File: src/verilog/lsu_pkg.sv
package lsu_pkg;

    typedef enum logic [1:0] {
        size_none,
        size_byte,
        size_half,
        size_word
    } mem_size_e;

    typedef enum logic [1:0] {
        resp_okay,
        resp_exokay,
        resp_slverr,
        resp_decerr
    } axi_resp_e;

    typedef enum logic [2:0] {
        st_idle,
        st_ar,
        st_r,
        st_aw,
        st_w,
        st_b
    } lsu_state_e;

    typedef struct packed {
        logic [31:0] addr;
        logic [2:0]  size;
        logic        valid;
    } axi_ar_t;

    typedef struct packed {
        logic [31:0] addr;
        logic [2:0]  size;
        logic        valid;
    } axi_aw_t;

    typedef struct packed {
        logic [31:0] data;
        logic [3:0]  strb;
        logic        last;
        logic        valid;
    } axi_w_t;

    typedef struct packed {
        logic [31:0] data;
        axi_resp_e   resp;
        logic        last;
        logic        valid;
    } axi_r_t;

    typedef struct packed {
        axi_resp_e resp;
        logic      valid;
    } axi_b_t;

    // mtime window of the clint
    localparam logic [31:0] clint_base = 32'h0200_0048;
    localparam logic [31:0] clint_end  = 32'h0200_004f;

    function automatic logic [2:0] size_to_axsize(input mem_size_e size);
        case (size)
            size_half: return 3'd1;
            size_word: return 3'd2;
            default:   return 3'd0; // byte, and none carries no data anyway
        endcase
    endfunction

    function automatic logic [3:0] byte_strobe(input mem_size_e size, input logic [1:0] off);
        case (size)
            size_byte: return 4'b0001 << off;
            size_half: return 4'b0011 << off;
            size_word: return 4'b1111;
            default:   return 4'b0000;
        endcase
    endfunction

    function automatic logic [31:0] extend_load(input logic [31:0] data, input mem_size_e size,
                                                input logic [1:0] off, input logic sign);
        logic [31:0] shifted;
        shifted = data >> {off, 3'b000}; // lane down to bit 0
        case (size)
            size_byte: return {{24{shifted[7] & sign}}, shifted[7:0]};
            size_half: return {{16{shifted[15] & sign}}, shifted[15:0]};
            size_word: return shifted;
            default:   return 32'h0;
        endcase
    endfunction

endpackage

File: src/verilog/clint.sv
module clint
    import lsu_pkg::*;
(
    input  logic    clk,
    input  logic    arst_n,
    input  axi_ar_t s_ar,
    output logic    s_arready,
    output axi_r_t  s_r
);

    logic [63:0] mtime;
    logic        r_valid_q;
    logic [31:0] r_data_q;
    logic        ar_xfer;

    assign s_arready = !r_valid_q; // idle only
    assign ar_xfer   = s_ar.valid && s_arready;

    always_ff @(posedge clk or negedge arst_n) begin
        if (!arst_n) begin
            mtime     <= 64'h0;
            r_valid_q <= 1'b0;
        end else begin
            mtime     <= mtime + 64'd1;
            r_valid_q <= ar_xfer; // rready is always high
        end
    end

    // bit 2 picks the upper word
    always_ff @(posedge clk) begin
        if (ar_xfer)
            r_data_q <= s_ar.addr[2] ? mtime[63:32] : mtime[31:0];
    end

    assign s_r = '{data: r_data_q, resp: resp_okay, last: 1'b1, valid: r_valid_q};

endmodule

File: config.mk
export PLATFORM = sky130hd
export DESIGN_NAME = clint
export DESIGN_NICKNAME = d
export VERILOG_FILES = /design/src/verilog/lsu_pkg.sv /design/src/verilog/clint.sv
export SDC_FILE = /design/constraint.sdc
export NUM_CORES = 1
export LEC_CHECK = 0
export BUFFER_PORTS_ARGS = -buffer_cell sky130_fd_sc_hd__buf_2
export CORE_MARGIN = 2
export CORE_UTILIZATION = 50
export DETAILED_ROUTE_END_ITERATION = 10
export PLACE_DENSITY = 0.86
export SYNTH_ARGS = -nofsm -noshare
export SYNTH_HDL_FRONTEND = slang
export SYNTH_SLANG_ARGS = --single-unit
File: constraint.sdc
create_clock -name clk -period 2.3 [get_ports clk]
set_input_delay 0.46 -clock clk [delete_from_list [all_inputs] [get_ports clk]]
set_output_delay 0.46 -clock clk [all_outputs]
set_load 0.01 [all_outputs]
==> metrics.md, run 1 <==
| Metric | Value |
|---|---|
| Core Rows | `34` |
| Pin count of the biggest net entering global routing | `66` |
| Fin Clk Skew | `0.0126 ns` |
| Layout cells sized above 1 | `27.9%` |
| CTS Buffer Depth | `2` |
| Max VDD drop | `around 0.00034 V` |
| Final setup fails | `0` |
| CP Data Required Time | `between 2 and 3 ns` |
| Slew Limit Fails | `0` |
| Status | `complete, no violations` |
| Hpwl dp | `around 6500 µm` |
| HP Class | `input pin to asynchronous set/reset pin` |
| Post-synth EDFFs | `32` |
| Die H | `around 98 µm` |
| Area grow syn2layout | `16.5%` |
| Maxcap violations | `0` |
| Initial Utilization | `between 50% and 60%` |
| Post-synthesis cell count | `363` |
| Reg-to-reg critical path startpoint | `mtime[0]` |
| TritonCTS Buffers | `9` |
| DR DRC count | `0` |
| Crit start category | `flop` |
| Critical-path maximum fanout | `5` |
| Cell area after synthesis | `4390 µm²` |
| Pre-antenna DRT Iters | `4` |
| Clock Latency Late Sink | `approximately 0.37 ns` |
| Routed via count | `3007` |
| Pwr Density | `590 nW/µm²` |
| RD Place Congestion | `just under 0.9` |
| # diodes | `0` |
| Pleak | `between 2 and 2.5 nW` |
| Initial DRC count | `204` |
| Cell taking the most area after synthesis | `dfrtp_1` |
| Post-synth ARST share | `67.0%` |
| Synthesized area per cell | `between 10 and 15 µm²` |
| Antenna viol nets, final | `0` |
| Clock Sink Count | `97` |
| Vias in the first global route | `approximately 3000` |
| RSZ-0062 raised after global routing | `no` |
| Die footprint | `~9600 µm²` |
| Core region area | `~8600 µm²` |
| CTS tree | `yes` |
| Chip Width | `~100 µm` |
| CTS Hold Bufs | `0` |
| Peak Freq | `453 MHz` |
| Core Util, Final | `59.3%` |
| Crit path from | `mtime[0]` |
| Root Driver | `clkbuf_8` |
| Most used flip-flop cell after synthesis | `dfrtp_1` |
| Yosys cell types | `28` |
| Min Tclk post-route | `2.21 ns` |
| Port Buffers | `37` |
| Final wirelength | `between 9000 and 10000 µm` |
| Post-CTS Setup Bufs | `0` |
| Initial antenna violation count | `0` |
| Yosys warnings | `0` |
| Crit path DAT | `about 2.5 ns` |
| Commonest non-fill, non-tap cell in the layout | `dfrtp_1` |
| Io pins | `75` |
| Critical path class | `flop to flop` |
| Worst-path clk slew | `about 0.1 ns` |
| Final period utilization | `96.1%` |
| Seq/Total Area, Yosys | `58.9%` |
| Most frequent cells in the layout | `dfrtp_1 (65), buf_2 (37), xor2_1 (35)` |
| Fin. Hold Viols | `0` |
| Synth top area share | `a little under two fifths` |
| Top post-synthesis cells by area | `dfrtp_1 (37%), edfxtp_1 (22%), mux2_2 (7.7%), xor2_1 (7.0%), xnor2_1 (5.4%)` |
| Routed len/inst | `16.9 µm` |
| Number of nets in the layout | `around 470` |
| GRT Total Usage | `about a fifth` |
| Endpoint type of the worst setup path | `flop` |
| First-pass GRT wire length | `15200 µm` |
| Setup TNS | `0 ns` |
| Htree depth | `3` |
| Post-DR vias/cell | `between 5 and 6` |
| Post-synthesis register bit count | `97` |
| Grt ovf | `0` |
area by class of cell:
class                      instances  area, µm²
tap                              108        135
clock buffer                       9        124
sequential                        97       2590
fill                             720       3520
clock inverter                     7       71.3
inverter                           8       30.0
multi-input combinational        247       1740
timing repair buffer              66        428
Yosys cell counts (2+ instances only):
cell	instances
inv_1	8
nand2_1	32
nor3_1	21
and4_1	6
nand3_1	22
and3_1	9
mux2_2	30
edfxtp_1	32
nand4_1	22
buf_4	4
clkbuf_1	6
nor2_1	16
o21ai_0	2
xnor2_1	27
conb_1	2
dfrtp_1	65
or2_2	2
nor4_1	13
xor2_1	35
cell families (layout without fill, tap and decap cells):
family | after synthesis | after routing | synth area share (%)
DFF | 97 | 97 | 58.9
AOI/OAI and AO/OA | 2 | 2 | 0.228
adders and majority gates | 1 | 1 | 0.285
buffers and inverters | 20 | 90 | 2.08
other | 2 | 3 | 0.171
and+or+nand+nor | 149 | 149 | 18.3
xor gates and xnor gates | 62 | 62 | 12.4
muxes | 30 | 30 | 7.69
what timing repair did:
item	in CTS	in global routing
cloned	0	0
endpoints found under the setup margin	1	11
resized for setup	1	3
endpoints found under the hold margin	0	0
worst max-delay path, cell delays in order, from the launching register on:
cell and delay [ns]:
dfrtp_1 0.37, nand4_1 0.19, or4_4 0.57, or4b_4 0.63, nor2_1 0.18, xor2_1 0.18
stage by stage:
stage	instance area (µm²)	instances	hold slack [ns]	setup WS [ns]	total power [mW]
4_1_cts	5100	542	0.0886	0.0728	3.04
5_1_grt	5120	542	0.0795	0.0150	3.13
2_1_floorplan	4400	364	0.164	0.0931	1.91
3_3_place_gp	4900	526	0.476	0.0902	1.96
3_5_place_dp	4900	526	0.483	0.0201	1.97
6_report	5120	542	0.0781	0.0907	3.02
metal layers:
| layer | track usage, % | vias up | share of wire (%) |
|---|---|---|---|
| li1 | - | 1426 | - |
| met1 | 27.7 | 1487 | 45 |
| met5 | 0 | - | 0 |
| met3 | 4.65 | 19 | 4.9 |
| met4 | 8.44 | 0 | 2.0 |
| met2 | 32.4 | 75 | 48 |
final timing paths:
kind                        endpoint  slack (ns)  depth (start not counted)
hold reg to reg            mtime[31]        0.49                          1
setup / recovery           mtime[37]        0.09                          5
hold / removal              mtime[5]        0.08                          2
max in group asynchronous  mtime[31]        1.92                          2
setup reg to reg           mtime[37]        0.09                          5
min in group clk           mtime[31]        0.49                          1
report_power, final:
group | leakage, nW | switching [mW] | internal [mW] | total [mW]
sequential | 1.21 | 0.00619 | 1.81 | 1.81
clock | 0.0929 | 0.596 | 0.500 | 1.10
combinational | 1.04 | 0.0748 | 0.0373 | 0.112
total | 2.34 | 0.677 | 2.35 | 3.02
flip-flops by register name, indices dropped and copies added, names as in the netlist:
name	count
r_valid_q	1
r_data_q	32
mtime	64
(Power assumes the default switching activity.)
==> run 2, diff against run 1 <==
CORE_UTILIZATION = 45   (was 50)
PLACE_DENSITY = 0.8   (was 0.86)
==> run 2 against run 1 <==
Against the previous run:
- clock-buffer cell count up 1
- setup slack improved by 0.037 ns
- via count is 1.6% higher
- clock power is 17% higher
- clock skew fell by 0.0036 ns
- combinational power increased by 4%
- routed wire length rose by 2.2%
- critical path depth rose by 2
- worst hold slack better by 0.035 ns
- non-clock buffer count rose by 9
- global-route usage is 0.76 points lower
- fmax is 1.7% higher
- critical endpoint is now mtime[63]
- largest cell class unchanged
- largest power group unchanged
==> metrics.md, run 2 (synthesis results as in run 1) <==
| Metric | Value |
|---|---|
| RD Place Congestion | `0.909 (+2.8%)` |
| Final period utilization | `94.4% (-1.6 points)` |
| Vias in the first global route | `3116 (+3.8%)` |
| HP Class | `input pin to asynchronous set/reset pin` |
| GRT Total Usage | `19.7% (-0.76 points)` |
| Fillers | `816 (+13%)` |
| Final setup fails | `0 (unchanged)` |
| Slew Limit Fails | `0 (unchanged)` |
| Critical path endpoint | `mtime[63]` |
| FF+latch area | `2590 µm² (unchanged)` |
| Chip Width | `103 µm (+5.2%)` |
| Crit path from | `mtime[6]` |
| Grt ovf | `0 (unchanged)` |
| Worst r2r path cells | `7 (+2)` |
| Core region area | `9640 µm² (+12%)` |
| Initial DRC count | `220 (+7.8%)` |
| Io pins | `75 (unchanged)` |
| DR DRC count | `0 (unchanged)` |
| Max VDD drop | `0.000266 V (-22%)` |
| Pre-antenna DRT Iters | `4 (unchanged)` |
| Slowest CP cell | `or4_4` |
| Die H | `103 µm (+5.2%)` |
| Min Tclk post-route | `2.17 ns (-0.0370 ns)` |
| CTS tree | `yes` |
| Initial antenna violation count | `0 (unchanged)` |
| CP max stage delay | `0.56 ns (-0.07 ns)` |
| Setup ws final | `0.128 ns (+0.0370 ns)` |
| Crit start category | `flop` |
| Status | `complete, no violations` |
| Critical-path maximum fanout | `4 (-1)` |
| Footprint of the multi-input gates | `1770 µm² (+1.3%)` |
| Routed via count | `3055 (+1.6%)` |
| Most frequent cells in the layout | `dfrtp_1 (65), buf_2 (37), buf_4 (36)` |
| Fin Clk Skew | `0.00894 ns (-0.00365 ns)` |
| Post-route cell area | `5280 µm² (+3.1%)` |
| Registers with the most flip-flops | `mtime: 64 flops, r_data_q: 32 flops, r_valid_q: 1 flops` |
| Worst-path clk slew | `0.09 ns (about the same)` |
| CTS Hold Bufs | `0 (unchanged)` |
| Crit path DAT | `2.42 ns (-0.08 ns)` |
| Core Util, Final | `54.8% (-4.5 points)` |
| Root Driver | `clkbuf_8` |
| CTS Buffer Depth | `2 (unchanged)` |
| Hpwl dp | `6860 µm (+5.3%)` |
| Number of nets in the layout | `477 (+1.9%)` |
| CP Data Required Time | `2.55 ns (-0.04 ns)` |
| Area grow syn2layout | `20.2%` |
| Setup WS pre-CTS | `0.0407 ns (+0.0206 ns)` |
| Initial Utilization | `45.6% (-5.3 points)` |
| Routed len/inst | `16.2 µm (-3.9%)` |
| Core Rows | `36 (+5.9%)` |
| Final wirelength | `9360 µm (+2.2%)` |
| Flop2flop setup slack | `0.13 ns (+0.04 ns)` |
| Die footprint | `10600 µm² (+11%)` |
| Maxcap violations | `0 (unchanged)` |
| Top reg by flops | `mtime` |
| Post-DR vias/cell | `5.30 (-4.4%)` |
| Clock Latency Late Sink | `0.36 ns (about the same)` |
| TritonCTS Buffers | `9 (unchanged)` |
| Placed Area | `5000 µm² (+2.0%)` |
| First-pass GRT wire length | `15600 µm (+2.7%)` |
| # diodes | `0 (unchanged)` |
| Peak Freq | `460 MHz (+1.7%)` |
| Hold WS | `0.113 ns (+0.0351 ns)` |
| Pwr Density | `610 nW/µm² (+3.3%)` |
| Htree depth | `3 (unchanged)` |
| Largest register FFs | `64 (unchanged)` |
| Total Power Consumption | `3.22 mW (+6.5%)` |
| RR Endpoint | `mtime[63]` |
| Port Buffers | `37 (unchanged)` |
| Pin count of the biggest net entering global routing | `36 (-45%)` |
| Endpoint type of the worst setup path | `flop` |
| Fin. Hold Viols | `0 (unchanged)` |
| RSZ-0062 raised after global routing | `no` |
| Critical path class | `flop to flop` |
| Clock Sink Count | `97 (unchanged)` |
| Setup TNS | `0 ns (unchanged)` |
| Antenna viol nets, final | `0 (unchanged)` |
| Critical Path Most Common Cell | `buf_4` |
| CP cell instances | `nand4_2 -> or4_4 -> buf_4 -> nor4_2 -> buf_4 -> nand4_1 -> xnor2_1` |
| Placed Cells | `559 (+6.3%)` |
| Reg-to-reg critical path startpoint | `mtime[6]` |
| Cell Count, Final, Fillers Out | `576 (+6.3%)` |
| Commonest non-fill, non-tap cell in the layout | `dfrtp_1` |
| Layout cells sized above 1 | `30.0% (+2.1 points)` |
| Pleak | `2.41 nW (+3.0%)` |
[run 2: changes by cell type in the layout (fill, tap and decap cells not counted)]
cell,previous run,this run
nor2b_4,0,1
nor3_1,21,18
nor2b_2,1,0
nor2_1,16,15
nor3_2,0,3
nor2_2,0,1
buf_4,27,36
clkinvlp_4,2,1
clkbuf_1,0,1
clkinv_4,2,0
bufinv_16,1,3
[run 2: area by class of cell]
class | count | share of cell area (%)
clock inverters | 6 | 2.01
well taps | 133 | 3.15
flip-flops and latches | 97 | 49.0
clock buffers | 10 | 2.42
multi-input cells | 247 | 33.4
repair buffers | 75 | 9.39
inverters | 8 | 0.569
[run 2: worst min-delay path by stage]
stage / cells after the start / endpoint / start
detailed placement: 1 / mtime[63] / mtime[63]
global route: 2 / mtime[55] / arst_n
finish: 2 / mtime[29] / arst_n
global placement: 1 / mtime[63] / mtime[63]
floorplan: 0 / mtime[0] / arst_n
CTS: 2 / mtime[22] / arst_n
[run 2: repair_timing]
item	4_1_cts	5_1_grt
gates resized for setup	0	8
setup buffers	0	1
setup endpoints to repair	0	17
[run 2: critical path, delay by kind of cell (launching register included)]
family / cells / cell delay (ns)
and+or+nand+nor: 4 / 1.13
buffers and inverters: 2 / 0.36
xor gates and xnor gates: 1 / 0.16
DFF: 1 / 0.43
[run 2: metal layers]
metal / vias to the layer above / track usage [%] / wire length [µm] / share of wire (%)
met4: 0 / 8.70 / 259 / 2.8
met5: - / 0 / 0 / 0
met1: 1493 / 26.6 / 4170 / 45
li1: 1446 / - / - / -
met3: 24 / 3.73 / 481 / 5.1
met2: 92 / 31.4 / 4450 / 48
[run 2: where the power goes]
part	switching (mW)	internal [mW]	total (mW)
Clock	0.572	0.717	1.29
Combinational	0.0763	0.0397	0.116
Sequential	0.00653	1.81	1.81
