## src/verilog/lsu_pkg.sv

```systemverilog
package lsu_pkg;

    typedef enum logic [1:0] {
        size_none,
        size_byte,
        size_half,
        size_word
    } mem_size_e;

    typedef enum logic [1:0] {
        resp_okay,
        resp_exokay,
        resp_slverr,
        resp_decerr
    } axi_resp_e;

    typedef enum logic [2:0] {
        st_idle,
        st_ar,
        st_r,
        st_aw,
        st_w,
        st_b
    } lsu_state_e;

    typedef struct packed {
        logic [31:0] addr;
        logic [2:0]  size;
        logic        valid;
    } axi_ar_t;

    typedef struct packed {
        logic [31:0] addr;
        logic [2:0]  size;
        logic        valid;
    } axi_aw_t;

    typedef struct packed {
        logic [31:0] data;
        logic [3:0]  strb;
        logic        last;
        logic        valid;
    } axi_w_t;

    typedef struct packed {
        logic [31:0] data;
        axi_resp_e   resp;
        logic        last;
        logic        valid;
    } axi_r_t;

    typedef struct packed {
        axi_resp_e resp;
        logic      valid;
    } axi_b_t;

    // mtime window of the clint
    localparam logic [31:0] clint_base = 32'h0200_0048;
    localparam logic [31:0] clint_end  = 32'h0200_004f;

    function automatic logic [2:0] size_to_axsize(input mem_size_e size);
        case (size)
            size_half: return 3'd1;
            size_word: return 3'd2;
            default:   return 3'd0; // byte, and none carries no data anyway
        endcase
    endfunction

    function automatic logic [3:0] byte_strobe(input mem_size_e size, input logic [1:0] off);
        case (size)
            size_byte: return 4'b0001 << off;
            size_half: return 4'b0011 << off;
            size_word: return 4'b1111;
            default:   return 4'b0000;
        endcase
    endfunction

    function automatic logic [31:0] extend_load(input logic [31:0] data, input mem_size_e size,
                                                input logic [1:0] off, input logic sign);
        logic [31:0] shifted;
        shifted = data >> {off, 3'b000}; // lane down to bit 0
        case (size)
            size_byte: return {{24{shifted[7] & sign}}, shifted[7:0]};
            size_half: return {{16{shifted[15] & sign}}, shifted[15:0]};
            size_word: return shifted;
            default:   return 32'h0;
        endcase
    endfunction

endpackage

```

## src/verilog/lsu.sv

```systemverilog
module lsu
    import lsu_pkg::*;
(
    input  logic        clk,
    input  logic        arst_n,

    // core side
    input  logic        ready,
    input  logic        ren,
    input  logic        wen,
    input  logic        sign,
    input  mem_size_e   size,
    input  logic [31:0] addr,
    input  logic [31:0] wdata,
    output logic [31:0] rdata,
    output logic        done,
    output logic        err,

    // axi master
    output axi_ar_t     m_ar,
    input  logic        m_arready,
    output axi_aw_t     m_aw,
    input  logic        m_awready,
    output axi_w_t      m_w,
    input  logic        m_wready,
    input  axi_r_t      m_r,
    input  axi_b_t      m_b
);

    lsu_state_e  state;
    logic        done_q;
    logic        err_q;

    logic [31:0] addr_q;
    mem_size_e   size_q;
    logic        sign_q;
    logic [31:0] wdata_q;
    logic [3:0]  strb_q;
    logic [31:0] rdata_q;

    logic        r_xfer;
    logic        b_xfer;
    logic        start;

    // rready and bready are tied high, so a valid beat is a transfer
    assign r_xfer = (state == st_r) && m_r.valid;
    assign b_xfer = (state == st_b) && m_b.valid;
    assign start  = (state == st_idle) && ready && (ren || wen);

    always_ff @(posedge clk or negedge arst_n) begin
        if (!arst_n) begin
            state  <= st_idle;
            done_q <= 1'b0;
            err_q  <= 1'b0;
        end else begin
            done_q <= r_xfer || b_xfer;

            if ((r_xfer && m_r.resp != resp_okay) || (b_xfer && m_b.resp != resp_okay))
                err_q <= 1'b1; // sticky until reset

            case (state)
                st_idle: begin
                    if (ready && ren)
                        state <= st_ar;
                    else if (ready && wen)
                        state <= st_aw;
                end
                st_ar: begin
                    if (m_arready)
                        state <= st_r;
                end
                st_r: begin
                    if (done_q)
                        state <= st_idle; // leave once done has shown
                end
                st_aw: begin
                    if (m_awready)
                        state <= st_w;
                end
                st_w: begin
                    if (m_wready)
                        state <= st_b;
                end
                st_b: begin
                    if (done_q)
                        state <= st_idle;
                end
                default: state <= st_idle;
            endcase
        end
    end

    always_ff @(posedge clk) begin
        if (start) begin
            addr_q  <= addr;
            size_q  <= size;
            sign_q  <= sign;
            wdata_q <= wdata << {addr[1:0], 3'b000}; // into its byte lane
            strb_q  <= byte_strobe(size, addr[1:0]);
        end
        if (r_xfer)
            rdata_q <= extend_load(m_r.data, size_q, addr_q[1:0], sign_q);
    end

    assign m_ar = '{addr: addr_q, size: size_to_axsize(size_q), valid: (state == st_ar)};
    assign m_aw = '{addr: addr_q, size: size_to_axsize(size_q), valid: (state == st_aw)};
    assign m_w  = '{data: wdata_q, strb: strb_q, last: 1'b1, valid: (state == st_w)};

    assign rdata = rdata_q;
    assign err   = err_q;

    // no request: done just mirrors ready
    assign done = (ren || wen) ? done_q : ready;

    a_ar_hold: assert property (@(posedge clk) disable iff (!arst_n)
        m_ar.valid && !m_arready |=> m_ar.valid);

    a_no_done_idle: assert property (@(posedge clk) disable iff (!arst_n)
        (state == st_idle) && (ren || wen) |-> !done);

endmodule

```

## config.mk

```make
export PLATFORM = sky130hd
export DESIGN_NAME = lsu
export DESIGN_NICKNAME = d
export VERILOG_FILES = /design/src/verilog/lsu_pkg.sv /design/src/verilog/lsu.sv
export SDC_FILE = /design/constraint.sdc
export NUM_CORES = 1
export LEC_CHECK = 0
export BUFFER_PORTS_ARGS = -buffer_cell sky130_fd_sc_hd__buf_2
export CORE_MARGIN = 2
export CORE_UTILIZATION = 37
export DETAILED_ROUTE_END_ITERATION = 8
export GPL_ROUTABILITY_DRIVEN = 1
export GPL_TIMING_DRIVEN = 1
export MAX_ROUTING_LAYER = met4
export PLACE_DENSITY = 0.71
export SLEW_MARGIN = 30
export SYNTH_ARGS = -nofsm -noshare
export SYNTH_HDL_FRONTEND = slang
export SYNTH_SLANG_ARGS = --single-unit
```

## constraint.sdc

```tcl
create_clock -name clk -period 17.4 [get_ports clk]
set_clock_uncertainty 0.1 [all_clocks]
set_input_delay 1.74 -clock clk [delete_from_list [all_inputs] [get_ports clk]]
set_output_delay 1.74 -clock clk [all_outputs]
set_load 0.05 [all_outputs]
```

==> metrics.txt, run 1 <==
Worst Path Required around 16 ns; power per standard cell area 152 mW/mm²; CTS Sinks around 110; Nets ~700; 1st-iter DRT viols roughly 240; Num CTS Buffers 9; Synth area leaders edfxtp_1, mux2i_1, buf_4, a211oi_1, nand2_1; slowest stage delay, CP between 0.3 and 0.4 ns; post-synth top area share 61.4%; fin crit period approximately 4.4 ns; insertion delay to the later sink of the worst-skew pair 0.34 ns; worst vdd ir about 0.072 mV; Yosys warning total 0; Gate Count Post-Synth 387; Vias per Instance a little under 5; Clock H-tree levels 3; Post-synth top flop edfxtp_1; # rows 42; slowest CP cell mux2_2; crit path DAT 2.58 ns; Rel. slew slack roughly two fifths; Routed WL ~12 mm; Worst Path Buf+Inv 2; die width between 100 and 150 µm; Via Count approximately 3800; gpl congestion around 0.86; gr usage total between 15 and 20%; largest net degree at the start of global routing ~70; Setup crit start kind input port; Slew @ Worst Pin ~0.91 ns; top-count cell post-synth edfxtp_1; vias in the first global route about 3900; die height 121 µm; Post-CTS Setup Bufs 0; clk buf depth 2; Leak approximately 2.9 nW; CTS tree done; clock root cell clkbuf_16; full die area 0.0146 mm²; pins over their slew limit 0; Seq cells post-synth ~110; most used cell, CP buf_2; DP Cell Count 761; delay-heaviest family, CP multiplexers; layout cells sized above 1 about 47%; Max-cap violations 0; EDFF count, synth between 100 and 150; global route total overflow 0; post-cts resize count 0; Ports roughly 260; f_max 0.226 GHz; Post-Syn Area per Cell 13.0 µm²; global-route wire length before repair approximately 19 mm; IO Port Bufs 253; number of remaining DRC errors 0; status finished clean; Final Setup Violations 0; Synth Cell Area 0.00504 mm²; DP HPWL 9.24 mm; hold crit path type reg -> reg; Distinct cells, synth 38; Post-CTS Hold Fix Bufs 0; final cell count without fillers just under 800; Fillers about 1200; critical path cell sequence buf_2 -> nor2_1 -> mux2_2 -> buf_2; Pre-antenna DRT Iters 4; fraction of registers with async set/reset 4.63%; crit end category output pin; worst hold slack around 0.41 ns; CORE AREA about 0.013 mm²; final hold violation count 0; clk slew on worst S/H paths about 0.07 ns; WL/cell roughly 16 µm; pre-CTS setup slack between 10 and 15 ns; register area share after synthesis a little under two thirds; crit-path max FO 3; starting density of the core a little under two fifths; Final Cycle Share ~25%; synth cell count leaders edfxtp_1, nand2_1, buf_4; Fin Setup TNS 0 ns; initial antenna violation count 1; area leader, netlist edfxtp_1; Layout area overhead 29.7%; DRT antenna net count 0; Crit Path Class in -> out; setup ws final 12.98 ns; RSZ-0062 raised after global routing false
==> worst paths after layout <==
path | start | endpoint | slack [ns] | cells after the start
setup / recovery | ren | done | 12.98 | 4
hold / removal | err | err | 0.41 | 1
setup reg to reg | addr_q[0] | rdata[20] | 14.91 | 5
hold reg to reg | err | err | 0.41 | 1
max in group asynchronous | arst_n | err | 15.96 | 1
min in group asynchronous | arst_n | state[0] | 1.10 | 1
==> flip-flops by register name, summed over array words and instances, names as in the netlist <==
signal,flops
addr_q,32
done_q,1
err,1
rdata,32
sign_q,1
size_q,2
state,3
strb_q,4
wdata_q,32
==> power by group <==
part           switching (mW)  leakage, nW  internal [mW]
logic                   0.299         1.68         0.0838
registers              0.0270         1.02          0.353
clock network          0.0887        0.167          0.140
total                   0.414         2.87          0.577
==> per-layer routing <==
| layer | GRT usage [%] | share of wire (%) |
|---|---|---|
| met1 | 21.2 | 41 |
| met2 | 27.5 | 49 |
| met3 | 4.72 | 7.8 |
| met4 | 7.05 | 2.1 |
| met5 | - | 0 |
==> metrics by stage <==
stage | total power [mW] | cell area (µm²) | utilization [%]
final | 0.992 | 6540 | 49.2
after global placement | 0.763 | 6180 | 46.5
after CTS | 0.999 | 6520 | 49.0
after detailed placement | 0.769 | 6180 | 46.5
after global routing | 1.03 | 6540 | 49.2
after floorplan | 0.701 | 5040 | -
==> final cells by class <==
cell class                 instances  area, µm²  share of cell area [%]
multi-input combinational        217       1440                    22.0
clock inverter                     7        113                    1.72
sequential                       108       3220                    49.2
antenna                            1       2.50                  0.0383
inverter                           4       15.0                   0.230
timing repair buffer             257       1300                    19.9
tap                              176        220                    3.37
clock buffer                       9        225                    3.44
==> cells in the final DEF (no fill, tap or decap), drive strengths merged, types with 2 or more instances in the layout <==
cell,instances
inv,5
nor4b,2
mux2i,33
nor3,2
conb,3
clkinv,3
and2,11
a21oi,11
buf,257
mux2,2
clkbuf,9
nand2,44
nor2b,19
nor2,19
a211oi,23
nand3b,2
o21ai,21
edfxtp,103
bufinv,3
ha,3
dfrtp,5
o2bb2ai,8
==> cell families (layout without fill, tap and decap cells) <==
| kind of cell | after synthesis | in the layout | synth area share, % |
|---|---|---|---|
| AND/OR/NAND/NOR | 103 | 103 | 10.1 |
| buffers and inverters | 63 | 277 | 7.85 |
| flip-flops | 108 | 108 | 63.9 |
| AO/OA/AOI/OAI | 72 | 72 | 9.81 |
| multiplexers | 36 | 36 | 7.45 |
| adder cells (fa/ha/maj) | 3 | 3 | 0.745 |
| other | 2 | 4 | 0.149 |
==> worst reg2reg max path, stage by stage (launching register included) <==
cell	delay, ns
edfxtp_1	0.32
buf_4	0.40
mux4_2	0.64
nand4b_4	0.17
a21boi_4	0.43
o21ai_0	0.18
Power figures use the tool's default switching activity.
==> run 2, diff against run 1 <==
Settings changed: ABC_AREA set to 1, PLACE_DENSITY 0.71 to 0.73.
Clock period 17.4 ns to 3.8 ns, I/O delays scaled along.
==> run 2 against run 1 <==
Final cell count rose by 12%; global-route usage fell by 0.23 points; sequential share of layout area fell by 0.19 points; critical endpoint is now rdata[8].
==> metrics.txt, run 2 <==
DP HPWL 9.40 mm (+1.7%); initial antenna violation count 0 (-1); Pre-antenna DRT Iters 6 (+2); critical path startpoint addr_q[0]; Rel. slew slack 38.3% (-1.0 points); Leak 3.02 nW (+5.1%); power per standard cell area 639 mW/mm² (+320%); gpl congestion 0.797 (-6.9%); CTS tree done; reg2reg setup slack 1.30 ns (-13.61 ns); stages on the worst setup path 5 (+1); worst setup path end rdata[8]; die height 123 µm (+1.6%); commonest non-fill, non-tap cells in the layout buf_2, nand2_1, edfxtp_1, nor2_1, nand3_1; Via Count 4268 (+12%); vias in the first global route 3767 (-2.4%); reg2reg path depth 5 (unchanged); Post-Syn Area per Cell 10.7 µm² (-18%); # rows 43 (+2.4%); Fin Setup TNS 0 ns (unchanged); largest net degree at the start of global routing 72 (unchanged); number of remaining DRC errors 0 (unchanged); layout cells sized above 1 40.8% (-5.9 points); area leader, netlist edfxtp_1; Synth Cell Area 0.00521 mm² (+3.3%); final standard cell area without fillers 0.00656 mm² (+0.38%); die width 123 µm (+1.6%); Crit Path Class reg -> reg; delay-heaviest family, CP flip-flops; 1st-iter DRT viols 369 (+53%); DRT antenna net count 0 (unchanged); clock root cell clkbuf_16; insertion delay to the later sink of the worst-skew pair 0.35 ns (about the same); Max-cap violations 0 (unchanged); crit-path max FO 39 (+36); crit path DAT 2.47 ns (-0.11 ns); clk buf depth 2 (unchanged); WL/cell 14.9 µm (-6.2%); starting density of the core 37.7% (-0.24 points); Yosys warning total 0 (unchanged); top-count cell post-synth nand2_1; RSZ-0062 raised after global routing false; pins over their slew limit 0 (unchanged); Final Cycle Share about two thirds; global-route wire length before repair 18.9 mm (-1.5%); full die area 0.0150 mm² (+3.2%); Layout area overhead 26.1%; critical path cell sequence inv_4 -> nand2_1 -> nand3_1 -> o211ai_4 -> o21ai_0; status finished clean; synth cell count leaders nand2_1, edfxtp_1, nor2_1; CTS Sinks 108 (unchanged); IO Port Bufs 253 (unchanged); slowest stage delay, CP 0.96 ns (+0.61 ns); register area share after synthesis 61.8% (-2.1 points); Clock H-tree levels 3 (unchanged); Slew @ Worst Pin 0.926 ns (+0.0155 ns); Distinct cells, synth 36 (-5.3%); cell area after placement 0.00626 mm² (+1.2%); Gate Count Post-Synth 488 (+26%); clk slew on worst S/H paths 0.07 ns (about the same); Post-synth top flop edfxtp_1; commonest non-fill, non-tap cell in the layout buf_2; Synth area leaders edfxtp_1, nand2_1, buf_4, nand3_1, nor2_1; Inserted Diodes 0 (-1); Num CTS Buffers 9 (unchanged); Nets 808 (+13%); final hold violation count 0 (unchanged); EDFF count, synth 103 (unchanged); f_max 0.400 GHz; RR Endpoint rdata[8]; gr usage total 17.1% (-0.23 points); Seq cells post-synth 108 (unchanged); global route total overflow 0 (unchanged); fraction of registers with async set/reset 4.63% (unchanged); r2r startpoint addr_q[0]; Fillers 1279 (+5.7%); Setup crit start kind flip-flop; hold crit path type in -> reg; Vias per Instance 4.87 (about the same); slowest CP cell edfxtp_1; fin crit period between 2 and 3 ns; post-synth top area share 59.4% (-2.0 points); CORE AREA 0.0138 mm² (+4.0%); Routed WL 13.0 mm (+5.5%); Worst Path Buf+Inv 1 (-1); worst vdd ir 0.216 mV (+200%); Post-CTS Setup Bufs 0 (unchanged); crit end category flip-flop; Ports 258 (unchanged); Worst Path Required 3.77 ns (-11.79 ns); Final Setup Violations 0 (unchanged)
run 2: cell types whose count changed after synthesis, sizes merged, moves of 12 or more:
cell and delta:
a211oi -23, buf +19, clkbuf -12, inv +25, mux2i -33, nand2 +64, nand3 +43, nor2 +28
nor2b -19
run 2: worst min path at each step:
stage,startpoint,end,slack [ns],cells after the start
floorplan,arst_n,done_q,-0.02,0
global placement,arst_n,err,0.10,1
detailed placement,arst_n,state[1],0.1,1
CTS,addr[18],addr_q[18],0.08,1
global route,addr[22],addr_q[22],0.08,1
finish,addr[18],addr_q[18],0.1,1
run 2: metal layers:
layer / up-vias / part of all wire [%] / track usage (%)
met2: 207 / 50 / 28.0
met3: 14 / 7.9 / 4.28
met1: 1987 / 41 / 20.8
li1: 2060 / - / -
met4: 0 / 1.4 / 6.03
met5: - / 0 / -
run 2: final cells by class:
type / count / area (µm²) / area share, %
clock buffers: 11 / 233 / 3.55
clock inverters: 5 / 61.3 / 0.934
inverters: 31 / 119 / 1.81
multi-input cells: 284 / 1410 / 21.4
flip-flops and latches: 108 / 3220 / 49.0
well taps: 180 / 225 / 3.43
repair buffers: 257 / 1300 / 19.8
run 2: metrics by stage:
| step | utilization [%] | setup WS, ns | std cells | hold WS [ns] | power [mW] |
|---|---|---|---|---|---|
| 2_1_floorplan | - | 0.827 | 489 | -0.0156 | 3.00 |
| 5_1_grt | 47.5 | 1.09 | 876 | 0.0826 | 4.39 |
| 3_5_place_dp | 45.3 | 1.32 | 859 | 0.0996 | 3.28 |
| 3_3_place_gp | 45.3 | 1.36 | 859 | 0.101 | 3.27 |
| 6_report | 47.5 | 1.30 | 876 | 0.0964 | 4.19 |
| 4_1_cts | 47.5 | 1.31 | 876 | 0.0789 | 4.23 |
run 2: power breakdown:
group          internal [mW]  switching (mW)
registers               1.57           0.112
logic                  0.324            1.24
clock network          0.516           0.425
run 2: logic make-up (layout without fill, tap and decap cells):
kind of cell | after synthesis | in the layout | share of synthesized area, %
buf+inv | 97 | 304 | 11.4
simple gates | 207 | 207 | 17.2
fa+ha+maj | 3 | 3 | 0.721
flops | 108 | 108 | 61.8
compound gates | 71 | 71 | 8.70
other cells | 2 | 3 | 0.144
run 2: repair_timing:
| item | CTS | global route |
|---|---|---|
| endpoints found under the setup margin | 0 | 0 |
| hold buffers | 1 | 0 |
| endpoints found under the hold margin | 5 | 0 |
| gates resized for setup | 0 | 0 |
run 2: worst reg2reg max path: stages (launching register included):
cell and delay (ns):
edfxtp_1 0.96, inv_4 0.34, nand2_1 0.15, nand3_1 0.14, o211ai_4 0.35, o21ai_0 0.19
