$ cat src/verilog/lsu_pkg.sv
package lsu_pkg;

    typedef enum logic [1:0] {
        size_none,
        size_byte,
        size_half,
        size_word
    } mem_size_e;

    typedef enum logic [1:0] {
        resp_okay,
        resp_exokay,
        resp_slverr,
        resp_decerr
    } axi_resp_e;

    typedef enum logic [2:0] {
        st_idle,
        st_ar,
        st_r,
        st_aw,
        st_w,
        st_b
    } lsu_state_e;

    typedef struct packed {
        logic [31:0] addr;
        logic [2:0]  size;
        logic        valid;
    } axi_ar_t;

    typedef struct packed {
        logic [31:0] addr;
        logic [2:0]  size;
        logic        valid;
    } axi_aw_t;

    typedef struct packed {
        logic [31:0] data;
        logic [3:0]  strb;
        logic        last;
        logic        valid;
    } axi_w_t;

    typedef struct packed {
        logic [31:0] data;
        axi_resp_e   resp;
        logic        last;
        logic        valid;
    } axi_r_t;

    typedef struct packed {
        axi_resp_e resp;
        logic      valid;
    } axi_b_t;

    // mtime window of the clint
    localparam logic [31:0] clint_base = 32'h0200_0048;
    localparam logic [31:0] clint_end  = 32'h0200_004f;

    function automatic logic [2:0] size_to_axsize(input mem_size_e size);
        case (size)
            size_half: return 3'd1;
            size_word: return 3'd2;
            default:   return 3'd0; // byte, and none carries no data anyway
        endcase
    endfunction

    function automatic logic [3:0] byte_strobe(input mem_size_e size, input logic [1:0] off);
        case (size)
            size_byte: return 4'b0001 << off;
            size_half: return 4'b0011 << off;
            size_word: return 4'b1111;
            default:   return 4'b0000;
        endcase
    endfunction

    function automatic logic [31:0] extend_load(input logic [31:0] data, input mem_size_e size,
                                                input logic [1:0] off, input logic sign);
        logic [31:0] shifted;
        shifted = data >> {off, 3'b000}; // lane down to bit 0
        case (size)
            size_byte: return {{24{shifted[7] & sign}}, shifted[7:0]};
            size_half: return {{16{shifted[15] & sign}}, shifted[15:0]};
            size_word: return shifted;
            default:   return 32'h0;
        endcase
    endfunction

endpackage

$ cat src/verilog/axi_xbar.sv
module axi_xbar
    import lsu_pkg::*;
#(
    parameter logic [31:0] sram_base  = 32'h8000_0000,
    parameter int          sram_words = 1024
) (
    input  logic    clk,
    input  logic    arst_n,

    // master side
    input  axi_ar_t m_ar,
    output logic    m_arready,
    input  axi_aw_t m_aw,
    output logic    m_awready,
    input  axi_w_t  m_w,
    output logic    m_wready,
    output axi_r_t  m_r,
    output axi_b_t  m_b,

    // sram
    output axi_ar_t s0_ar,
    input  logic    s0_arready,
    output axi_aw_t s0_aw,
    input  logic    s0_awready,
    output axi_w_t  s0_w,
    input  logic    s0_wready,
    input  axi_r_t  s0_r,
    input  axi_b_t  s0_b,

    // clint, reads only
    output axi_ar_t s1_ar,
    input  logic    s1_arready,
    input  axi_r_t  s1_r
);

    typedef enum logic [1:0] {
        tgt_sram,
        tgt_clint,
        tgt_none
    } tgt_e;

    localparam logic [31:0] sram_bytes = 32'(sram_words) << 2;

    function automatic tgt_e decode(input logic [31:0] a);
        if (a >= sram_base && (a - sram_base) < sram_bytes)
            return tgt_sram;
        if (a >= clint_base && a <= clint_end)
            return tgt_clint;
        return tgt_none;
    endfunction

    tgt_e   rd_dec, wr_dec;
    tgt_e   rd_tgt_q, wr_tgt_q;
    logic   rd_busy, wr_busy;
    logic   err_r_valid, err_b_valid;
    logic   ar_xfer, aw_xfer, w_xfer;
    axi_r_t err_r;
    axi_b_t err_b;

    assign rd_dec = decode(m_ar.addr);
    assign wr_dec = decode(m_aw.addr);

    assign s0_ar = '{addr: m_ar.addr, size: m_ar.size,
                     valid: m_ar.valid && !rd_busy && rd_dec == tgt_sram};
    assign s1_ar = '{addr: m_ar.addr, size: m_ar.size,
                     valid: m_ar.valid && !rd_busy && rd_dec == tgt_clint};

    always_comb begin
        case (rd_dec)
            tgt_sram:  m_arready = !rd_busy && s0_arready;
            tgt_clint: m_arready = !rd_busy && s1_arready;
            default:   m_arready = !rd_busy; // error responder takes it at once
        endcase
    end

    assign err_r = '{data: 32'h0, resp: resp_decerr, last: 1'b1, valid: err_r_valid};

    always_comb begin
        case (rd_tgt_q)
            tgt_sram:  m_r = s0_r;
            tgt_clint: m_r = s1_r;
            default:   m_r = err_r;
        endcase
    end

    // writes: aw decoded, then w follows the latched target
    assign s0_aw = '{addr: m_aw.addr, size: m_aw.size,
                     valid: m_aw.valid && !wr_busy && wr_dec == tgt_sram};
    assign s0_w  = '{data: m_w.data, strb: m_w.strb, last: m_w.last,
                     valid: m_w.valid && wr_busy && wr_tgt_q == tgt_sram};

    assign m_awready = !wr_busy && (wr_dec == tgt_sram ? s0_awready : 1'b1);
    assign m_wready  = wr_busy && (wr_tgt_q == tgt_sram ? s0_wready : !err_b_valid);

    // clint is read-only
    assign err_b = '{resp: (wr_tgt_q == tgt_clint) ? resp_slverr : resp_decerr,
                     valid: err_b_valid};
    assign m_b   = (wr_tgt_q == tgt_sram) ? s0_b : err_b;

    assign ar_xfer = m_ar.valid && m_arready;
    assign aw_xfer = m_aw.valid && m_awready;
    assign w_xfer  = m_w.valid && m_wready;

    always_ff @(posedge clk or negedge arst_n) begin
        if (!arst_n) begin
            rd_busy     <= 1'b0;
            wr_busy     <= 1'b0;
            rd_tgt_q    <= tgt_none;
            wr_tgt_q    <= tgt_none;
            err_r_valid <= 1'b0;
            err_b_valid <= 1'b0;
        end else begin
            if (ar_xfer) begin
                rd_busy  <= 1'b1;
                rd_tgt_q <= rd_dec;
            end else if (m_r.valid) begin
                rd_busy <= 1'b0; // r beat done
            end

            if (aw_xfer) begin
                wr_busy  <= 1'b1;
                wr_tgt_q <= wr_dec;
            end else if (m_b.valid) begin
                wr_busy <= 1'b0;
            end

            err_r_valid <= ar_xfer && rd_dec == tgt_none;
            err_b_valid <= w_xfer && wr_tgt_q != tgt_sram;
        end
    end

    a_one_ar: assert property (@(posedge clk) disable iff (!arst_n)
        !(s0_ar.valid && s1_ar.valid));

endmodule

$ cat config.mk
export PLATFORM = sky130hd
export DESIGN_NAME = axi_xbar
export DESIGN_NICKNAME = d
export VERILOG_FILES = /design/src/verilog/lsu_pkg.sv /design/src/verilog/axi_xbar.sv
export SDC_FILE = /design/constraint.sdc
export NUM_CORES = 1
export LEC_CHECK = 0
export ABC_AREA = 1
export BUFFER_PORTS_ARGS = -buffer_cell sky130_fd_sc_hd__clkbuf_2
export CAP_MARGIN = 5
export CORE_AREA = 2 2 149 151
export DETAILED_ROUTE_END_ITERATION = 10
export DIE_AREA = 0 0 151 153
export SLEW_MARGIN = 5
export SYNTH_ARGS = -nofsm -noshare
export SYNTH_HDL_FRONTEND = slang
export SYNTH_SLANG_ARGS = --single-unit
$ cat constraint.sdc
create_clock -name clk -period 1 [get_ports clk]
set_input_delay 0.1 -clock clk [delete_from_list [all_inputs] [get_ports clk]]
set_output_delay 0.1 -clock clk [all_outputs]
set_load 0.02 [all_outputs]
==> results of run 1 <==
-- cell families (layout without fill, tap and decap cells) --
group,after synthesis,after routing
buffers and inverters,173,365
and+or+nand+nor,100,100
AOI/OAI and AO/OA,42,42
DFF,8,8
-- cell type report --
type	count	area share
clock buffer	3	0.0193
timing repair buffer	337	0.529
multi-input combinational	142	0.284
inverter	25	0.0248
tap	280	0.0900
sequential	8	0.0524
-- metal layers --
metal | vias to the layer above | track usage | wire length (µm)
met5 | - | 0 | 0
met4 | 0 | 0.0200 | 167
met3 | 12 | 0.0245 | 1060
met2 | 208 | 0.129 | 4500
met1 | 1166 | 0.0661 | 3060
li1 | 1295 | - | -
-- power by group through the flow --
stage	Combinational, W	Clock [W]	Sequential [W]
2_1_floorplan	0.00265	0	0.000569
3_3_place_gp	0.00376	0	0.000567
3_5_place_dp	0.00379	0	0.000571
4_1_cts	0.00413	0.000743	0.000590
5_1_grt	0.00480	0.000752	0.000618
6_report	0.00443	0.000695	0.000593
-- per-stage QoR --
step           cells  instance area [µm²]  hold slack, ns  utilization
2_1_floorplan    323                 2260          -0.196            -
3_3_place_gp     783                 3290          0.0163        0.153
3_5_place_dp     783                 3290          0.0170        0.153
4_1_cts          794                 3650           0.131        0.170
5_1_grt          795                 3890           0.156        0.181
6_report         795                 3890           0.143        0.181
-- worst max path at each step --
stage | startpoint | endpoint | slack [ns] | cells past startpoint
after floorplan | rd_tgt_q[1] | m_r[10] | -0.15 | 3
after global placement | m_ar[34] | m_arready | -0.48 | 7
after detailed placement | m_ar[34] | m_arready | -0.51 | 7
after CTS | rd_tgt_q[0] | m_r[2] | -0.55 | 6
after global routing | rd_tgt_q[0] | m_r[2] | -0.59 | 5
final | rd_tgt_q[0] | m_r[1] | -0.51 | 5
-- registers in the layout, summed over array words and instances, names as in the netlist --
register	cells
rd_tgt_q	2
rd_busy	1
err_b_valid	1
wr_tgt_q	2
err_r_valid	1
wr_busy	1
-- synthesized netlist by cell type --
cell type / instances / area, µm²
a31oi_1: 1 / 6.26
buf_4: 142 / 1070
inv_1: 25 / 93.8
nor3_1: 7 / 35.0
nand3_2: 1 / 10.0
nand4_1: 2 / 12.5
a21o_1: 1 / 7.51
buf_2: 6 / 30.0
or2_2: 1 / 6.26
o21ai_0: 2 / 10.0
a21oi_1: 1 / 5.00
nor3_4: 1 / 16.3
nand3_1: 6 / 30.0
dfrtp_1: 6 / 150
nand2_1: 38 / 143
nor4_1: 2 / 12.5
or2_4: 1 / 8.76
and2_1: 2 / 12.5
nand3b_1: 1 / 7.51
o211a_1: 1 / 10.0
nor2_2: 1 / 6.26
dfstp_2: 2 / 52.6
a22o_1: 32 / 280
o21ai_2: 1 / 8.76
o22a_1: 3 / 26.3
nor2_1: 37 / 139
-- repair_timing --
item / in CTS / in global routing
hold buffers: 1 / 0
resized for setup: 58 / 112
endpoints found under the setup margin: 54 / 54
hold endpoints to repair: 6 / 0
pin swaps: 23 / 19
buffers inserted: 7 / 5
-- worst max-delay path, cell delays in order, from the launching register on --
cell,delay [ns]
dfrtp_1,0.39
nor2_2,0.16
buf_12,0.20
inv_2,0.07
o22a_1,0.19
buf_2,0.16
==> run_results.csv, run 1 <==
group,metric,value,unit
run_status,run_status,"finished with violations",
run_status,failed_checks,"setup timing",
synthesis,synth-seq-cells,8,
sta,drv_slew,0,
power,powerDensity,1470,nW/µm²
final_layout,fillers,2435,
route,post_drt_wl_per_cell,11.1,µm
floorplan,placementRows,54,
sta,rsz0062_at_grt,"yes",
route,ant_nets,0,
final_layout,final_cell_mix,"clkbuf_2, buf_4, a22o_1",
final_layout,multi_input_area,1110,µm²
worst_setup_path,required,0.90,ns
floorplan,die_w,151,µm
worst_hold_path,worstHoldStart,"s0_awready",
worst_setup_path,timing.rr.end,"rd_busy",
placed_design,io_buffer_count,283,
synthesis,netlist_area,2190,µm²
global_route,antenna_found_initial,0,
power,switching_share,0.472,
worst_setup_path,worst_setup_path_end_kind,"output port",
worst_hold_path,min_path_type,"in -> reg",
worst_setup_path,critPathKind,"reg -> out",
floorplan,die_area,23100,µm²
sta,fin_tns_setup,-20.68,ns
synthesis,synth_top_family_by_area,"buffers and inverters",
route,first_pass_iters,4,
floorplan,initial_utilization,0.102,
floorplan,coreArea,21500,µm²
final_layout,register_area,204,µm²
synthesis,synth_xor_area_frac,0,
sta,fin_skew,0.000157,ns
worst_hold_path,min_to,"wr_tgt_q[1]",
sta,hold_viol_final,0,
power,combPwrFrac,0.775,
cts,root_buffer,"clkbuf_16",
synthesis,ys_types,26,
job,drv_cap,0,
power,p_switching,0.00270,W
synthesis,syn_area_per_cell,6.77,µm²
global_route,grt_max_degree,35,
global_route,track_usage,0.0672,
sta,setup_ws,-0.511,ns
power,p_seq_frac,0.104,
power,ir_drop,0.454,mV
sta,worst_pin_slew,0.296,ns
sta,finalCritPeriodShare,1.51,
floorplan,die_h,153,µm
global_route,grt-ovfl-total,0,
cts,worstSkewPairLatency,0.23,ns
synthesis,netlist_instances,323,
cts,clockBufferDepth,2,
power,finalPower,0.00572,W
worst_setup_path,reg2reg_depth,5,
worst_hold_path,holdPathStages,4,
final_layout,layout.cells.most_common,"clkbuf_2",
route,avgViaCountPerCell,3.37,
final_layout,final_layout_size_suffix_gt1_frac,0.777,
final_layout,nets,708,
cts,cts_buffers,3,
placed_design,dp.final_hpwl,7780,µm
worst_setup_path,rrSetupSlack,-0.20,ns
final_layout,antenna_cells,0,
synthesis,yosys_warnings,0,
synthesis,synth_compound_area_frac,0.162,
sta,fin_crit,1.51,ns
worst_setup_path,r2r_start,"rd_tgt_q[1]",
power,internal-power,0.00302,W
sta,relSlewSlack,0.803,
synthesis,synth_simple_gate_area_frac,0.201,
synthesis,yosys.area_share.adder,0,
cts,ctsHtreeMaxLevel,1,
global_route,grt_pass1_wl,11900,µm
cts,cts.sinks,8,
route,num_vias,2681,
power,power.share.clock,0.121,
placed_design,place_worst_setup_slack,-0.506,ns
route,routed_wl,8790,µm
cts,path_clk_slew,0.04,ns
synthesis,ys_seq_area_frac,0.0927,
route,drc,0,
power,p_leak,2.20,nW
worst_setup_path,cp-start-kind,"flop",
route,dr.first_iter.drc_count,45,
placed_design,place.gp.congestion,0.734,
global_route,grt_pass1_vias,2392,
synthesis,synth_nets,514,
sta,setup_viol,52,
synthesis,muxShareOfSynthArea,0,
final_layout,area_growth,78.1,%
worst_setup_path,crit_arrival,1.41,ns
cts,cts_tree,"built",
sta,max_clock_freq,0.662,GHz
worst_setup_path,path_max_fanout,34,
floorplan,ioPinCount,379,
(Power assumes the default switching activity.)
==> inputs of run 2 (changes only) <==
--- a/config.mk
+++ b/config.mk
@@ -11,6 +11,7 @@
 export CORE_AREA = 2 2 149 151
 export DETAILED_ROUTE_END_ITERATION = 10
 export DIE_AREA = 0 0 151 153
+export SETUP_SLACK_MARGIN = 0.15
 export SLEW_MARGIN = 5
 export SYNTH_ARGS = -nofsm -noshare
 export SYNTH_HDL_FRONTEND = slang
==> constraint.sdc (replaced) <==
create_clock -name clk -period 1.2 [get_ports clk]
set_input_delay 0.12 -clock clk [delete_from_list [all_inputs] [get_ports clk]]
set_output_delay 0.12 -clock clk [all_outputs]
set_load 0.02 [all_outputs]
==> run_results.csv, run 2 (synthesis results as in run 1) <==
group,metric,value,unit
cts,cts_buffers,3,
worst_setup_path,crit_end,"m_r[24]",
worst_hold_path,min_path_type,"in -> reg",
global_route,grt-ovfl-total,0,
floorplan,coreArea,21500,µm²
sta,fin_tns_setup,-15.52,ns
cts,path_clk_slew,0.04,ns
global_route,grt_pass1_vias,2714,
worst_setup_path,required,1.08,ns
worst_setup_path,crit_path_start,"rd_tgt_q[1]",
placed_design,dp.final_hpwl,8320,µm
final_layout,nets,730,
floorplan,placementRows,54,
placed_design,place.gp.congestion,0.768,
final_layout,final_cell_mix,"clkbuf_2, buf_4, buf_6",
job,drv_cap,0,
final_layout,area_growth,108,%
sta,rsz0062_at_grt,"yes",
cts,worstSkewPairLatency,0.23,ns
route,first_pass_iters,4,
worst_setup_path,r2r_start,"rd_tgt_q[1]",
power,ir_drop,0.880,mV
route,post_drt_wl_per_cell,13.0,µm
sta,fin_crit,1.63,ns
route,ant_nets,0,
sta,setup_viol,50,
global_route,track_usage,0.0783,
final_layout,post-route-util,0.211,
worst_setup_path,cp.depth,5,
cts,root_buffer,"clkbuf_16",
worst_setup_path,critPathTopFamily,"flip-flops",
route,drc,0,
final_layout,final_layout_size_suffix_gt1_frac,0.825,
final_layout,top_regs,"rd_tgt_q (2), wr_tgt_q (2)",
worst_setup_path,cp-start-kind,"flop",
route,num_vias,2857,
floorplan,ioPinCount,379,
final_layout,layout.cells.most_common,"clkbuf_2",
floorplan,die_area,23100,µm²
route,avgViaCountPerCell,3.49,
floorplan,die_h,153,µm
cts,clockBufferDepth,2,
floorplan,die_w,151,µm
placed_design,place_worst_setup_slack,-0.683,ns
worst_setup_path,crit_arrival,1.51,ns
power,powerDensity,1360,nW/µm²
worst_setup_path,path_buf_inv,3,
sta,relSlewSlack,0.810,
floorplan,initial_utilization,0.102,
worst_setup_path,path_max_fanout,8,
worst_setup_path,critPathSlowestCell,"dfstp_2",
sta,fin_skew,0.000537,ns
sta,finalCritPeriodShare,1.36,
worst_setup_path,worst_setup_path_end_kind,"output port",
worst_setup_path,max_stage_delay,0.57,ns
route,routed_wl,10600,µm
run_status,failed_checks,"setup timing",
cts,cts_tree,"built",
worst_setup_path,reg2reg_depth,6,
worst_setup_path,critPathKind,"reg -> out",
run_status,run_status,"finished with violations",
sta,drv_slew,0,
route,dr.first_iter.drc_count,45,
placed_design,io_buffer_count,283,
cts,cts.sinks,8,
global_route,antenna_found_initial,1,
cts,ctsHtreeMaxLevel,1,
sta,max_clock_freq,0.613,GHz
sta,worst_pin_slew,0.282,ns
global_route,grt_pass1_wl,13500,µm
power,p_leak,2.47,nW
global_route,grt_max_degree,18,
power,finalPower,0.00616,W
sta,setup_ws,-0.431,ns
final_layout,fillers,2351,
sta,hold_viol_final,0,
worst_setup_path,rrSetupSlack,-0.02,ns
worst_setup_path,crit_path_cell_trace,"buf_12, nor2_4, clkbuf_16, a22o_4, buf_8",
worst_setup_path,timing.rr.end,"rd_busy",
## run 2: report_power, final
group | internal, W | switching [W]
logic | 0.00273 | 0.00236
clock network | 0.000430 | 0.000132
registers | 0.000393 | 0.000119
total | 0.00355 | 0.00261
## run 2: area by class of cell
type | instances | area (µm²) | area share
antenna | 1 | 2.50 | 0.000551
clock buffer | 3 | 75.1 | 0.0165
inverter | 25 | 98.8 | 0.0218
multi-input combinational | 144 | 1250 | 0.275
sequential | 8 | 206 | 0.0454
tap | 280 | 350 | 0.0771
timing repair buffer | 357 | 2560 | 0.564
## run 2: worst reg2reg max path, delay by kind of cell (launching register included)
| family | cells | cell delay [ns] |
|---|---|---|
| DFF | 1 | 0.57 |
| buffers and inverters | 2 | 0.25 |
| and+or+nand+nor | 3 | 0.23 |
| AOI/OAI and AO/OA | 1 | 0.09 |
## run 2: metrics by stage
stage          area [µm²]  hold slack [ns]  instances
2_1_floorplan        2370           -0.176        323
3_3_place_gp         3320           0.0109        776
3_5_place_dp         3320           0.0111        776
4_1_cts              4180            0.141        813
5_1_grt              4540            0.186        818
6_report             4540            0.180        818
## run 2: how the worst min path moves through the flow
stage                          start           to  slack, ns  depth (start not counted)
after floorplan               arst_n  err_b_valid      -0.18                          0
after global placement        arst_n  err_b_valid       0.01                          1
after detailed placement      arst_n      wr_busy       0.01                          1
after CTS                     m_w[0]  err_b_valid       0.14                          3
after global routing      s0_awready      wr_busy       0.19                          3
final                     s0_awready      wr_busy       0.18                          3
## run 2: repair_timing
action / in CTS / in global routing
cloned: 4 / 2
setup endpoints to repair: 54 / 54
setup buffers: 29 / 2
hold endpoints to repair: 6 / 0
pin swaps: 26 / 26
gates resized for setup: 121 / 115
hold buffers: 1 / 0
## run 2: per-layer routing
metal  up-vias  track usage  part of all wire
met3        23       0.0188             0.092
met2       207        0.167              0.57
met1      1280       0.0671              0.31
met5         -            0                 0
li1       1347            -                 -
met4         0       0.0285             0.028
